==> src/verilog/spi_flash_pkg.sv <==
package spi_flash_pkg;

    typedef logic [23:0] flash_addr_t;
    typedef logic [31:0] word_t;
    typedef logic [7:0]  byte_t;
    typedef logic [2:0]  byte_tag_t;
    typedef logic [3:0]  lane_t;    // one bit per io pin

    localparam byte_tag_t TAG_NONE = 3'd0;    // command or address byte
    localparam byte_tag_t TAG_B0   = 3'd1;
    localparam byte_tag_t TAG_B1   = 3'd2;
    localparam byte_tag_t TAG_B2   = 3'd3;
    localparam byte_tag_t TAG_B3   = 3'd4;

    localparam byte_t CMD_RELEASE = 8'hFF;
    localparam byte_t CMD_WAKE    = 8'hAB;    // release from deep power-down
    localparam byte_t CMD_READ    = 8'h03;

    localparam int CFG_EN_BIT  = 31;
    localparam int CFG_OE_LSB  = 8;
    localparam int CFG_CSB_BIT = 5;
    localparam int CFG_CLK_BIT = 4;
    localparam int CFG_DO_LSB  = 0;

    localparam word_t CFG_RESET = word_t'(1) << CFG_EN_BIT;

    localparam flash_addr_t WORD_STEP = 24'd4;
    localparam int BITS_PER_BYTE = 8;

endpackage
==> src/verilog/spi_flash_rd.sv <==
`timescale 1ns/100ps

module spi_flash_rd (
    input  logic                       clk,
    input  logic                       resetn,
    input  logic                       valid_i,
    input  spi_flash_pkg::flash_addr_t addr_i,
    output logic                       ready_o,
    output spi_flash_pkg::word_t       rdata_o,
    input  spi_flash_pkg::lane_t       cfg_we_i,
    input  spi_flash_pkg::word_t       cfg_wdata_i,
    output spi_flash_pkg::word_t       cfg_rdata_o,
    output logic                       flash_csb_o,
    output logic                       flash_clk_o,
    output spi_flash_pkg::lane_t       flash_oe_o,
    output spi_flash_pkg::lane_t       flash_do_o,
    input  spi_flash_pkg::lane_t       flash_di_i
);
    import spi_flash_pkg::*;

    logic      soft_restart;
    logic      xfer_restart;
    logic      byte_valid;
    logic      byte_ready;
    byte_t     byte_data;
    byte_tag_t byte_tag;
    logic      byte_rd;
    logic      rx_valid;
    byte_t     rx_data;
    byte_tag_t rx_tag;
    logic      xfer_csb;
    logic      xfer_clk;
    lane_t     xfer_oe;
    lane_t     xfer_do;
    logic      jump;
    logic      hold;

    spi_cfg_reg u_cfg_reg (
        .clk            (clk),
        .resetn         (resetn),
        .cfg_we_i       (cfg_we_i),
        .cfg_wdata_i    (cfg_wdata_i),
        .xfer_csb_i     (xfer_csb),
        .xfer_clk_i     (xfer_clk),
        .xfer_oe_i      (xfer_oe),
        .xfer_do_i      (xfer_do),
        .flash_di_i     (flash_di_i),
        .cfg_rdata_o    (cfg_rdata_o),
        .soft_restart_o (soft_restart),
        .flash_csb_o    (flash_csb_o),
        .flash_clk_o    (flash_clk_o),
        .flash_oe_o     (flash_oe_o),
        .flash_do_o     (flash_do_o)
    );

    spi_cmd_seq u_cmd_seq (
        .clk            (clk),
        .resetn         (resetn),
        .soft_restart_i (soft_restart),
        .addr_i         (addr_i),
        .valid_i        (valid_i),
        .jump_i         (jump),
        .hold_i         (hold),
        .byte_ready_i   (byte_ready),
        .rx_valid_i     (rx_valid),
        .byte_valid_o   (byte_valid),
        .byte_data_o    (byte_data),
        .byte_tag_o     (byte_tag),
        .byte_rd_o      (byte_rd),
        .xfer_restart_o (xfer_restart)
    );

    spi_byte_shifter u_byte_shifter (
        .clk            (clk),
        .resetn         (resetn),
        .xfer_restart_i (xfer_restart),
        .byte_valid_i   (byte_valid),
        .byte_data_i    (byte_data),
        .byte_tag_i     (byte_tag),
        .byte_rd_i      (byte_rd),
        .flash_di_i     (flash_di_i),
        .byte_ready_o   (byte_ready),
        .rx_valid_o     (rx_valid),
        .rx_data_o      (rx_data),
        .rx_tag_o       (rx_tag),
        .xfer_csb_o     (xfer_csb),
        .xfer_clk_o     (xfer_clk),
        .xfer_oe_o      (xfer_oe),
        .xfer_do_o      (xfer_do)
    );

    spi_word_assembler u_word_assembler (
        .clk            (clk),
        .resetn         (resetn),
        .soft_restart_i (soft_restart),
        .valid_i        (valid_i),
        .addr_i         (addr_i),
        .rx_valid_i     (rx_valid),
        .rx_data_i      (rx_data),
        .rx_tag_i       (rx_tag),
        .ready_o        (ready_o),
        .rdata_o        (rdata_o),
        .jump_o         (jump),
        .hold_o         (hold)
    );

endmodule

==> src/verilog/spi_word_assembler.sv <==
`timescale 1ns/100ps

module spi_word_assembler (
    input  logic                       clk,
    input  logic                       resetn,
    input  logic                       soft_restart_i,
    input  logic                       valid_i,
    input  spi_flash_pkg::flash_addr_t addr_i,
    input  logic                       rx_valid_i,
    input  spi_flash_pkg::byte_t       rx_data_i,
    input  spi_flash_pkg::byte_tag_t   rx_tag_i,
    output logic                       ready_o,
    output spi_flash_pkg::word_t       rdata_o,
    output logic                       jump_o,
    output logic                       hold_o
);
    import spi_flash_pkg::*;

    byte_t [2:0] lanes;      // lower three bytes of the word in flight
    flash_addr_t rd_addr;
    logic        rd_valid;
    logic        rd_inc;     // next word is sequential
    logic        load_word;

    assign load_word = rx_valid_i && (rx_tag_i == TAG_B3);
    assign ready_o   = valid_i && rd_valid && (addr_i == rd_addr);
    assign jump_o    = valid_i && rd_valid && !ready_o && (addr_i != rd_addr + WORD_STEP);

    always_ff @(posedge clk) begin
        if (rx_valid_i) begin
            case (rx_tag_i)
                TAG_B0:  lanes[0] <= rx_data_i;
                TAG_B1:  lanes[1] <= rx_data_i;
                TAG_B2:  lanes[2] <= rx_data_i;
                TAG_B3:  rdata_o  <= {rx_data_i, lanes};
                default: ;
            endcase
        end
        if (load_word) begin
            rd_addr <= rd_inc ? rd_addr + WORD_STEP : addr_i;
        end
    end

    always_ff @(posedge clk) begin
        if (!resetn || soft_restart_i) begin
            rd_valid <= 1'b0;
            rd_inc   <= 1'b0;
            hold_o   <= 1'b0;
        end else begin
            if (load_word) begin
                rd_valid <= 1'b1;
                rd_inc   <= 1'b1;
                hold_o   <= rd_inc;    // prefetched, not asked for yet
            end
            if (valid_i) begin
                hold_o <= 1'b0;
            end
            if (jump_o) begin
                rd_valid <= 1'b0;
                rd_inc   <= 1'b0;
                hold_o   <= 1'b0;
            end
        end
    end

endmodule

==> src/verilog/spi_byte_shifter.sv <==
`timescale 1ns/100ps

module spi_byte_shifter (
    input  logic                     clk,
    input  logic                     resetn,
    input  logic                     xfer_restart_i,
    input  logic                     byte_valid_i,
    input  spi_flash_pkg::byte_t     byte_data_i,
    input  spi_flash_pkg::byte_tag_t byte_tag_i,
    input  logic                     byte_rd_i,
    input  spi_flash_pkg::lane_t     flash_di_i,
    output logic                     byte_ready_o,
    output logic                     rx_valid_o,
    output spi_flash_pkg::byte_t     rx_data_o,
    output spi_flash_pkg::byte_tag_t rx_tag_o,
    output logic                     xfer_csb_o,
    output logic                     xfer_clk_o,
    output spi_flash_pkg::lane_t     xfer_oe_o,
    output spi_flash_pkg::lane_t     xfer_do_o
);
    import spi_flash_pkg::*;

    localparam int CNT_W = $clog2(BITS_PER_BYTE + 1);

    logic [CNT_W-1:0] bit_cnt;
    byte_t            obuf;
    byte_t            ibuf;
    byte_tag_t        cur_tag;
    logic             cur_rd;
    logic             rx_q;
    logic             last_bit;
    logic             take;

    assign last_bit     = (bit_cnt == CNT_W'(1)) && xfer_clk_o;    // final falling edge
    assign byte_ready_o = ((bit_cnt == '0) || last_bit) && !xfer_restart_i;
    assign take         = byte_valid_i && byte_ready_o;
    assign rx_valid_o   = rx_q && !xfer_restart_i;    // drop bytes of a flushed transfer
    assign rx_data_o    = ibuf;
    assign xfer_oe_o    = {3'b000, !xfer_csb_o && !cur_rd};
    assign xfer_do_o    = {3'b000, obuf[BITS_PER_BYTE-1]};

    always_ff @(posedge clk) begin
        if (!resetn || xfer_restart_i) begin
            bit_cnt    <= '0;
            xfer_csb_o <= 1'b1;
            xfer_clk_o <= 1'b0;
            cur_rd     <= 1'b0;
            rx_q       <= 1'b0;
        end else begin
            rx_q <= last_bit;
            if (bit_cnt != '0) begin
                xfer_clk_o <= !xfer_clk_o;
                if (xfer_clk_o) begin
                    bit_cnt <= bit_cnt - 1'b1;
                end
            end
            if (take) begin
                bit_cnt    <= CNT_W'(BITS_PER_BYTE);
                xfer_csb_o <= 1'b0;    // stays low until restart
                xfer_clk_o <= 1'b0;
                cur_rd     <= byte_rd_i;
            end
        end
    end

    always_ff @(posedge clk) begin
        if (take) begin
            obuf    <= byte_data_i;
            cur_tag <= byte_tag_i;
        end else if (bit_cnt != '0 && xfer_clk_o) begin
            obuf <= {obuf[BITS_PER_BYTE-2:0], 1'b0};    // msb first
        end
        if (bit_cnt != '0 && !xfer_clk_o) begin
            ibuf <= {ibuf[BITS_PER_BYTE-2:0], flash_di_i[1]};    // sample io1 on rise
        end
        if (last_bit) begin
            rx_tag_o <= cur_tag;
        end
    end

endmodule

==> src/verilog/spi_cmd_seq.sv <==
`timescale 1ns/100ps

module spi_cmd_seq (
    input  logic                       clk,
    input  logic                       resetn,
    input  logic                       soft_restart_i,
    input  spi_flash_pkg::flash_addr_t addr_i,
    input  logic                       valid_i,
    input  logic                       jump_i,
    input  logic                       hold_i,
    input  logic                       byte_ready_i,
    input  logic                       rx_valid_i,
    output logic                       byte_valid_o,
    output spi_flash_pkg::byte_t       byte_data_o,
    output spi_flash_pkg::byte_tag_t   byte_tag_o,
    output logic                       byte_rd_o,
    output logic                       xfer_restart_o
);
    import spi_flash_pkg::*;

    typedef enum logic [3:0] {
        S_RELEASE,
        S_REL_WAIT,
        S_WAKE,
        S_WAKE_WAIT,
        S_CMD,
        S_ADDR_HI,
        S_ADDR_MID,
        S_ADDR_LO,
        S_DATA
    } seq_state_t;

    seq_state_t state;
    logic [1:0] slot;       // data byte within the word
    logic       pend;       // offered but not yet taken
    logic       want;
    logic       fire;

    always_comb begin
        want        = 1'b0;
        byte_data_o = 8'h00;
        byte_tag_o  = TAG_NONE;
        case (state)
            S_RELEASE: begin
                want        = 1'b1;
                byte_data_o = CMD_RELEASE;
            end
            S_WAKE: begin
                want        = 1'b1;
                byte_data_o = CMD_WAKE;
            end
            S_CMD: begin
                want        = 1'b1;
                byte_data_o = CMD_READ;
            end
            S_ADDR_HI: begin
                want        = valid_i;    // wait for a host request
                byte_data_o = addr_i[23:16];
            end
            S_ADDR_MID: begin
                want        = 1'b1;
                byte_data_o = addr_i[15:8];
            end
            S_ADDR_LO: begin
                want        = 1'b1;
                byte_data_o = addr_i[7:0];
            end
            S_DATA: begin
                want       = !hold_i;    // stall while a prefetched word waits
                byte_tag_o = TAG_B0 + {1'b0, slot};
            end
            default: ;
        endcase
    end

    assign byte_valid_o = pend || want;
    assign byte_rd_o    = (state == S_DATA);
    assign fire         = byte_valid_o && byte_ready_i;

    always_ff @(posedge clk) begin
        xfer_restart_o <= 1'b0;
        if (!resetn || soft_restart_i) begin
            state          <= S_RELEASE;
            slot           <= 2'd0;
            pend           <= 1'b0;
            xfer_restart_o <= 1'b1;
        end else if (jump_i) begin
            state          <= S_CMD;    // new read command, wake-up not repeated
            slot           <= 2'd0;
            pend           <= 1'b0;
            xfer_restart_o <= 1'b1;
        end else begin
            pend <= byte_valid_o && !byte_ready_i;
            case (state)
                S_REL_WAIT: begin
                    if (rx_valid_i) begin
                        state          <= S_WAKE;
                        xfer_restart_o <= 1'b1;    // csb high between commands
                    end
                end
                S_WAKE_WAIT: begin
                    if (rx_valid_i) begin
                        state          <= S_CMD;
                        xfer_restart_o <= 1'b1;
                    end
                end
                default: begin
                    if (fire) begin
                        case (state)
                            S_RELEASE:  state <= S_REL_WAIT;
                            S_WAKE:     state <= S_WAKE_WAIT;
                            S_CMD:      state <= S_ADDR_HI;
                            S_ADDR_HI:  state <= S_ADDR_MID;
                            S_ADDR_MID: state <= S_ADDR_LO;
                            S_ADDR_LO:  state <= S_DATA;
                            default:    slot  <= slot + 2'd1;    // wraps to next word
                        endcase
                    end
                end
            endcase
        end
    end

endmodule

==> src/verilog/spi_cfg_reg.sv <==
`timescale 1ns/100ps

module spi_cfg_reg (
    input  logic                 clk,
    input  logic                 resetn,
    input  spi_flash_pkg::lane_t cfg_we_i,
    input  spi_flash_pkg::word_t cfg_wdata_i,
    input  logic                 xfer_csb_i,
    input  logic                 xfer_clk_i,
    input  spi_flash_pkg::lane_t xfer_oe_i,
    input  spi_flash_pkg::lane_t xfer_do_i,
    input  spi_flash_pkg::lane_t flash_di_i,
    output spi_flash_pkg::word_t cfg_rdata_o,
    output logic                 soft_restart_o,
    output logic                 flash_csb_o,
    output logic                 flash_clk_o,
    output spi_flash_pkg::lane_t flash_oe_o,
    output spi_flash_pkg::lane_t flash_do_o
);
    import spi_flash_pkg::*;

    logic  cfg_en;
    logic  cfg_csb;
    logic  cfg_clk;
    lane_t cfg_oe;
    lane_t cfg_do;

    always_ff @(posedge clk) begin
        if (!resetn) begin
            soft_restart_o <= 1'b1;
            cfg_en         <= CFG_RESET[CFG_EN_BIT];
            cfg_oe         <= CFG_RESET[CFG_OE_LSB +: 4];
            cfg_csb        <= CFG_RESET[CFG_CSB_BIT];
            cfg_clk        <= CFG_RESET[CFG_CLK_BIT];
            cfg_do         <= CFG_RESET[CFG_DO_LSB +: 4];
        end else begin
            soft_restart_o <= !cfg_en || (cfg_we_i != '0);    // any lane write restarts
            if (cfg_we_i[0]) begin
                cfg_csb <= cfg_wdata_i[CFG_CSB_BIT];
                cfg_clk <= cfg_wdata_i[CFG_CLK_BIT];
                cfg_do  <= cfg_wdata_i[CFG_DO_LSB +: 4];
            end
            if (cfg_we_i[1]) begin
                cfg_oe <= cfg_wdata_i[CFG_OE_LSB +: 4];
            end
            if (cfg_we_i[3]) begin
                cfg_en <= cfg_wdata_i[CFG_EN_BIT];
            end
        end
    end

    // enable low hands the pins to software
    assign flash_csb_o = cfg_en ? xfer_csb_i : cfg_csb;
    assign flash_clk_o = cfg_en ? xfer_clk_i : cfg_clk;
    assign flash_oe_o  = cfg_en ? xfer_oe_i  : cfg_oe;
    assign flash_do_o  = cfg_en ? xfer_do_i  : cfg_do;

    always_comb begin
        cfg_rdata_o = '0;    // lane 2 fields read as zero
        cfg_rdata_o[CFG_EN_BIT]      = cfg_en;
        cfg_rdata_o[CFG_OE_LSB +: 4] = flash_oe_o;
        cfg_rdata_o[CFG_CSB_BIT]     = flash_csb_o;
        cfg_rdata_o[CFG_CLK_BIT]     = flash_clk_o;
        cfg_rdata_o[CFG_DO_LSB +: 4] = flash_di_i;    // live pin inputs
    end

endmodule

==> config.mk <==
export PLATFORM = sky130hd
export DESIGN_NAME = spi_flash_rd
export DESIGN_NICKNAME = d
export VERILOG_FILES = /design/src/verilog/spi_flash_pkg.sv /design/src/verilog/spi_flash_rd.sv /design/src/verilog/spi_word_assembler.sv /design/src/verilog/spi_byte_shifter.sv /design/src/verilog/spi_cmd_seq.sv /design/src/verilog/spi_cfg_reg.sv
export SDC_FILE = /design/constraint.sdc
export NUM_CORES = 1
export LEC_CHECK = 0
export BUFFER_PORTS_ARGS = -buffer_cell sky130_fd_sc_hd__buf_2
export CORE_MARGIN = 10
export CORE_UTILIZATION = 59
export CTS_CLUSTER_DIAMETER = 200
export DETAILED_ROUTE_END_ITERATION = 10
export PLACE_DENSITY = 0.81
export SETUP_SLACK_MARGIN = 0.1
export SLEW_MARGIN = 25
export SYNTH_ARGS = -nofsm -noshare
export SYNTH_HDL_FRONTEND = slang
export SYNTH_HIERARCHICAL = 1
export SYNTH_SLANG_ARGS = --single-unit
==> constraint.sdc <==
create_clock -name clk -period 10.09 [get_ports clk]
set_input_delay 1.009 -clock clk [delete_from_list [all_inputs] [get_ports clk]]
set_output_delay 1.009 -clock clk [all_outputs]
set_load 0.05 [all_outputs]
==> run_results.csv <==
group,metric,value,unit
grt,grt_pass1_vias,4743,
setup_path,crit_type,"primary input to primary output",
clock_network,cts_setup_buffers,0,
power_and_ir_drop,power.density,162,nW/um^2
final_layout,fin_area,7620,um^2
timing,setup_violations,0,
timing,layout_setup_ws,6.43,ns
synthesis,synth-async-reset-ratio,0,%
timing,worst_pin_slew,0.979,ns
routing,vias_per_cell,5.71,
clock_network,clk_latency,0.40,ns
power_and_ir_drop,p_clk_share,45.9,%
power_and_ir_drop,p_sw,308,uW
synthesis,synth.most_common_cell,"edfxtp_1",
setup_path,cp_max_fo,3,
grt,grt_pass1_wl,24300,um
routing,wl_per_cell,18.6,um
routing,postRouteAntennaNets,0,
routing,drc,0,
routing,drt-total-wl,14900,um
die,io-pin-count,142,
placed_design,gp_congestion,0.947,
synthesis,ys_warn_count,6,
final_layout,diodes,0,
die,core_area,11400,um^2
timing,whs,0.419,ns
power_and_ir_drop,p_int,926,uW
placed_design,preCtsSetupSlack,6.32,ns
synthesis,synth-xor-area-share,6.56,%
synthesis,synth_compound_area_share,8.01,%
setup_path,setup.worst_path.end_class,"primary output",
setup_path,crit_chain,"buf_2, xor2_1, nor4_1, nand4_1, nor4_1, buf_2",
grt,grt_start_max_net_pins,48,
power_and_ir_drop,pwr-share-seq,47.4,%
min_path,hold_path_class,"register to register",
outcome,outcome,"complete, no violations",
synthesis,synth_seq_cells,132,
synthesis,netlist.area_leader.share,45.0,%
setup_path,r2r_slack,6.62,ns
synthesis,synth_area_leaders,"edfxtp_1 (45%), dfxtp_1 (8.8%), buf_4 (4.8%), xor2_1 (4.6%), mux2i_1 (2.9%)",
synthesis,synth_area_per_cell,11.9,um^2
clock_network,clk_pin_slew,0.06,ns
clock_network,cts_tree,"done",
die,rows,39,
timing,fmax,0.273,GHz
power_and_ir_drop,ir_drop,0.000113,V
timing,skew,0.00631,ns
synthesis,syn_inst,572,
synthesis,synthDistinctLibCells,71,
grt,track_usage,18.5,%
setup_path,r2r_cells,9,
setup_path,reg2reg_from,"u_word_assembler/rd_addr[2]$_DFFE_PP_",
die,start_util,59.9,%
final_layout,syn2layout_area_growth,11.9,%
synthesis,synth_ff_type,"edfxtp_1",
setup_path,cp-startpoint,"addr_i[21]",
final_layout,layoutNonFillerInstCount,801,
clock_network,numCtsBuffers,17,
setup_path,reg2reg_to,"u_cmd_seq/xfer_restart_o$_SDFF_PP1_",
die,die_area,16200,um^2
placed_design,placed_cells,769,
timing,slew_viol_final,0,
routing,dr.pass1.iters,6,
setup_path,crit_end,"ready_o",
timing,min_period_over_period,36.3,%
die,die_x,127,um
placed_design,placed_cell_area,7080,um^2
final_layout,drive_gt1_share,26.3,%
grt,antenna_found_initial,0,
placed_design,portBuffers,93,
clock_network,clock_sinks,132,
clock_network,cts.repair.resized,0,
synthesis,synth_common_cells,"edfxtp_1 (102), nor2_1 (48), buf_4 (44), a21oi_1 (38), xor2_1 (36)",
synthesis,synthMuxAreaShare,7.07,%
synthesis,synthSimpleGateAreaFrac,16.0,%
run,cap_violations,0,
power_and_ir_drop,power,1.23,mW
timing,tns,0,ns
clock_network,root_buffer,"clkbuf_16",
final_layout,nets,716,
clock_network,clockBufferDepth,2,
power_and_ir_drop,power_frac_comb,6.7,%
setup_path,required,9.08,ns
placed_design,dp_hpwl,11000,um
synthesis,synth-edff-count,102,
timing,fin_crit,3.66,ns
power_and_ir_drop,leakage,2.83,nW
routing,drt_iter0_drc,373,
clock_network,postCtsHoldBufs,0,
timing,hold_viol,0,
timing,relSlewSlack,33.8,%
setup_path,arrival,2.65,ns
setup_path,start_kind,"primary input",
grt,grt_overflow_total,0,
final_layout,fillers,853,
setup_path,cpPeakStageDelay,0.44,ns
synthesis,seq_area_frac_synth,53.8,%
synthesis,post-synth-top-area-cell,"edfxtp_1",
final_layout,post-route-util,67.1,%
clock_network,h-tree-depth,4,
setup_path,cp_slowest_cell,"nor4_1",
timing,rsz0062_at_grt,"no",
synthesis,synth_top_family_by_area,"simple AND/OR/NAND/NOR gates",
die,die_h,127,um
synthesis,synth_fa_ha_area_share,0.734,%
power_and_ir_drop,swShare,25.0,%
routing,num_vias,4576,
synthesis,synth_area,6810,um^2
==> cells in the final DEF, fill, tap and decap left out, types with 6 or more instances in the layout <==
cell | netlist | routed
a21oi_1 | 38 | 38
nand4_1 | 14 | 14
xnor2_1 | 15 | 15
mux2i_1 | 20 | 20
nor2b_1 | 17 | 17
dfxtp_1 | 30 | 30
nand2_1 | 21 | 21
nor4_1 | 12 | 12
nor3_1 | 9 | 8
xor2_1 | 36 | 36
clkbuf_16 | 0 | 17
conb_1 | 2 | 27
mux2_2 | 13 | 13
nand3_1 | 7 | 7
and2_1 | 6 | 6
inv_1 | 7 | 7
buf_2 | 8 | 93
nor2_1 | 48 | 48
o21ai_0 | 9 | 9
edfxtp_1 | 102 | 102
mux2_4 | 9 | 9
==> cell families (layout without fill, tap and decap cells) <==
group / after synthesis / count (layout)
muxes: 42 / 42
xor gates and xnor gates: 51 / 51
DFF: 132 / 132
AOI/OAI and AO/OA: 84 / 84
and+or+nand+nor: 183 / 183
other: 2 / 27
buffers and inverters: 74 / 135
adders and majority gates: 4 / 4
==> worst min path at each step <==
stage	slack (ns)	startpoint	cells past startpoint	end
2_1_floorplan	0.40	u_byte_shifter/cur_tag[0]$_DFFE_PN_	0	u_byte_shifter/rx_tag_o[0]$_DFFE_PP_
3_3_place_gp	0.40	u_word_assembler/lanes[1]$_DFFE_PP_	0	u_word_assembler/rdata_o[1]$_DFFE_PP_
3_5_place_dp	0.40	u_word_assembler/lanes[8]$_DFFE_PP_	0	u_word_assembler/rdata_o[8]$_DFFE_PP_
4_1_cts	0.42	u_word_assembler/lanes[8]$_DFFE_PP_	0	u_word_assembler/rdata_o[8]$_DFFE_PP_
5_1_grt	0.43	u_word_assembler/lanes[9]$_DFFE_PP_	0	u_word_assembler/rdata_o[9]$_DFFE_PP_
6_report	0.42	u_word_assembler/lanes[8]$_DFFE_PP_	0	u_word_assembler/rdata_o[8]$_DFFE_PP_
==> metal layers <==
| metal | vias up | track usage [%] | wire length [um] |
|---|---|---|---|
| met3 | 9 | 5.58 | 1170 |
| met5 | - | 0 | 0 |
| li1 | 2184 | - | - |
| met1 | 2204 | 22.6 | 6210 |
| met4 | 0 | 6.83 | 104 |
| met2 | 179 | 30.4 | 7450 |
==> state kept, by name, summed over array words and instances (netlist names), 3 cells and up <==
signal and flops:
u_word_assembler/rdata_o 32, u_byte_shifter/obuf 8, u_word_assembler/rd_addr 24, u_byte_shifter/rx_data_o 8, u_byte_shifter/bit_cnt 4, u_cmd_seq/state 4, u_word_assembler/lanes 24, u_byte_shifter/rx_tag_o 3
u_cfg_reg/cfg_do 4, u_cfg_reg/cfg_oe 4, u_byte_shifter/cur_tag 3
==> worst max-delay path: cells and delay by family <==
kind | cells | cell delay, ns
XOR/XNOR | 1 | 0.20
buffers and inverters | 2 | 0.45
AND/OR/NAND/NOR | 3 | 0.98
==> layout make-up <==
cell class	instances	area, um^2	share of cell area (%)
multi-input cells	391	2720	35.7
flip-flops and latches	132	3660	48.1
repair buffers	96	488	6.40
clock buffers	17	425	5.58
clock inverters	15	120	1.58
well taps	143	179	2.35
inverters	7	26.3	0.345
==> power groups by stage <==
stage | Clock (mW) | Sequential (mW) | Combinational, mW
floorplan | 0 | 0.595 | 0.0740
global placement | 0 | 0.596 | 0.0799
detailed placement | 0 | 0.596 | 0.0818
CTS | 0.575 | 0.585 | 0.0821
global route | 0.600 | 0.585 | 0.0880
finish | 0.566 | 0.585 | 0.0828
Note: power is estimated with default switching activity, not from simulation.
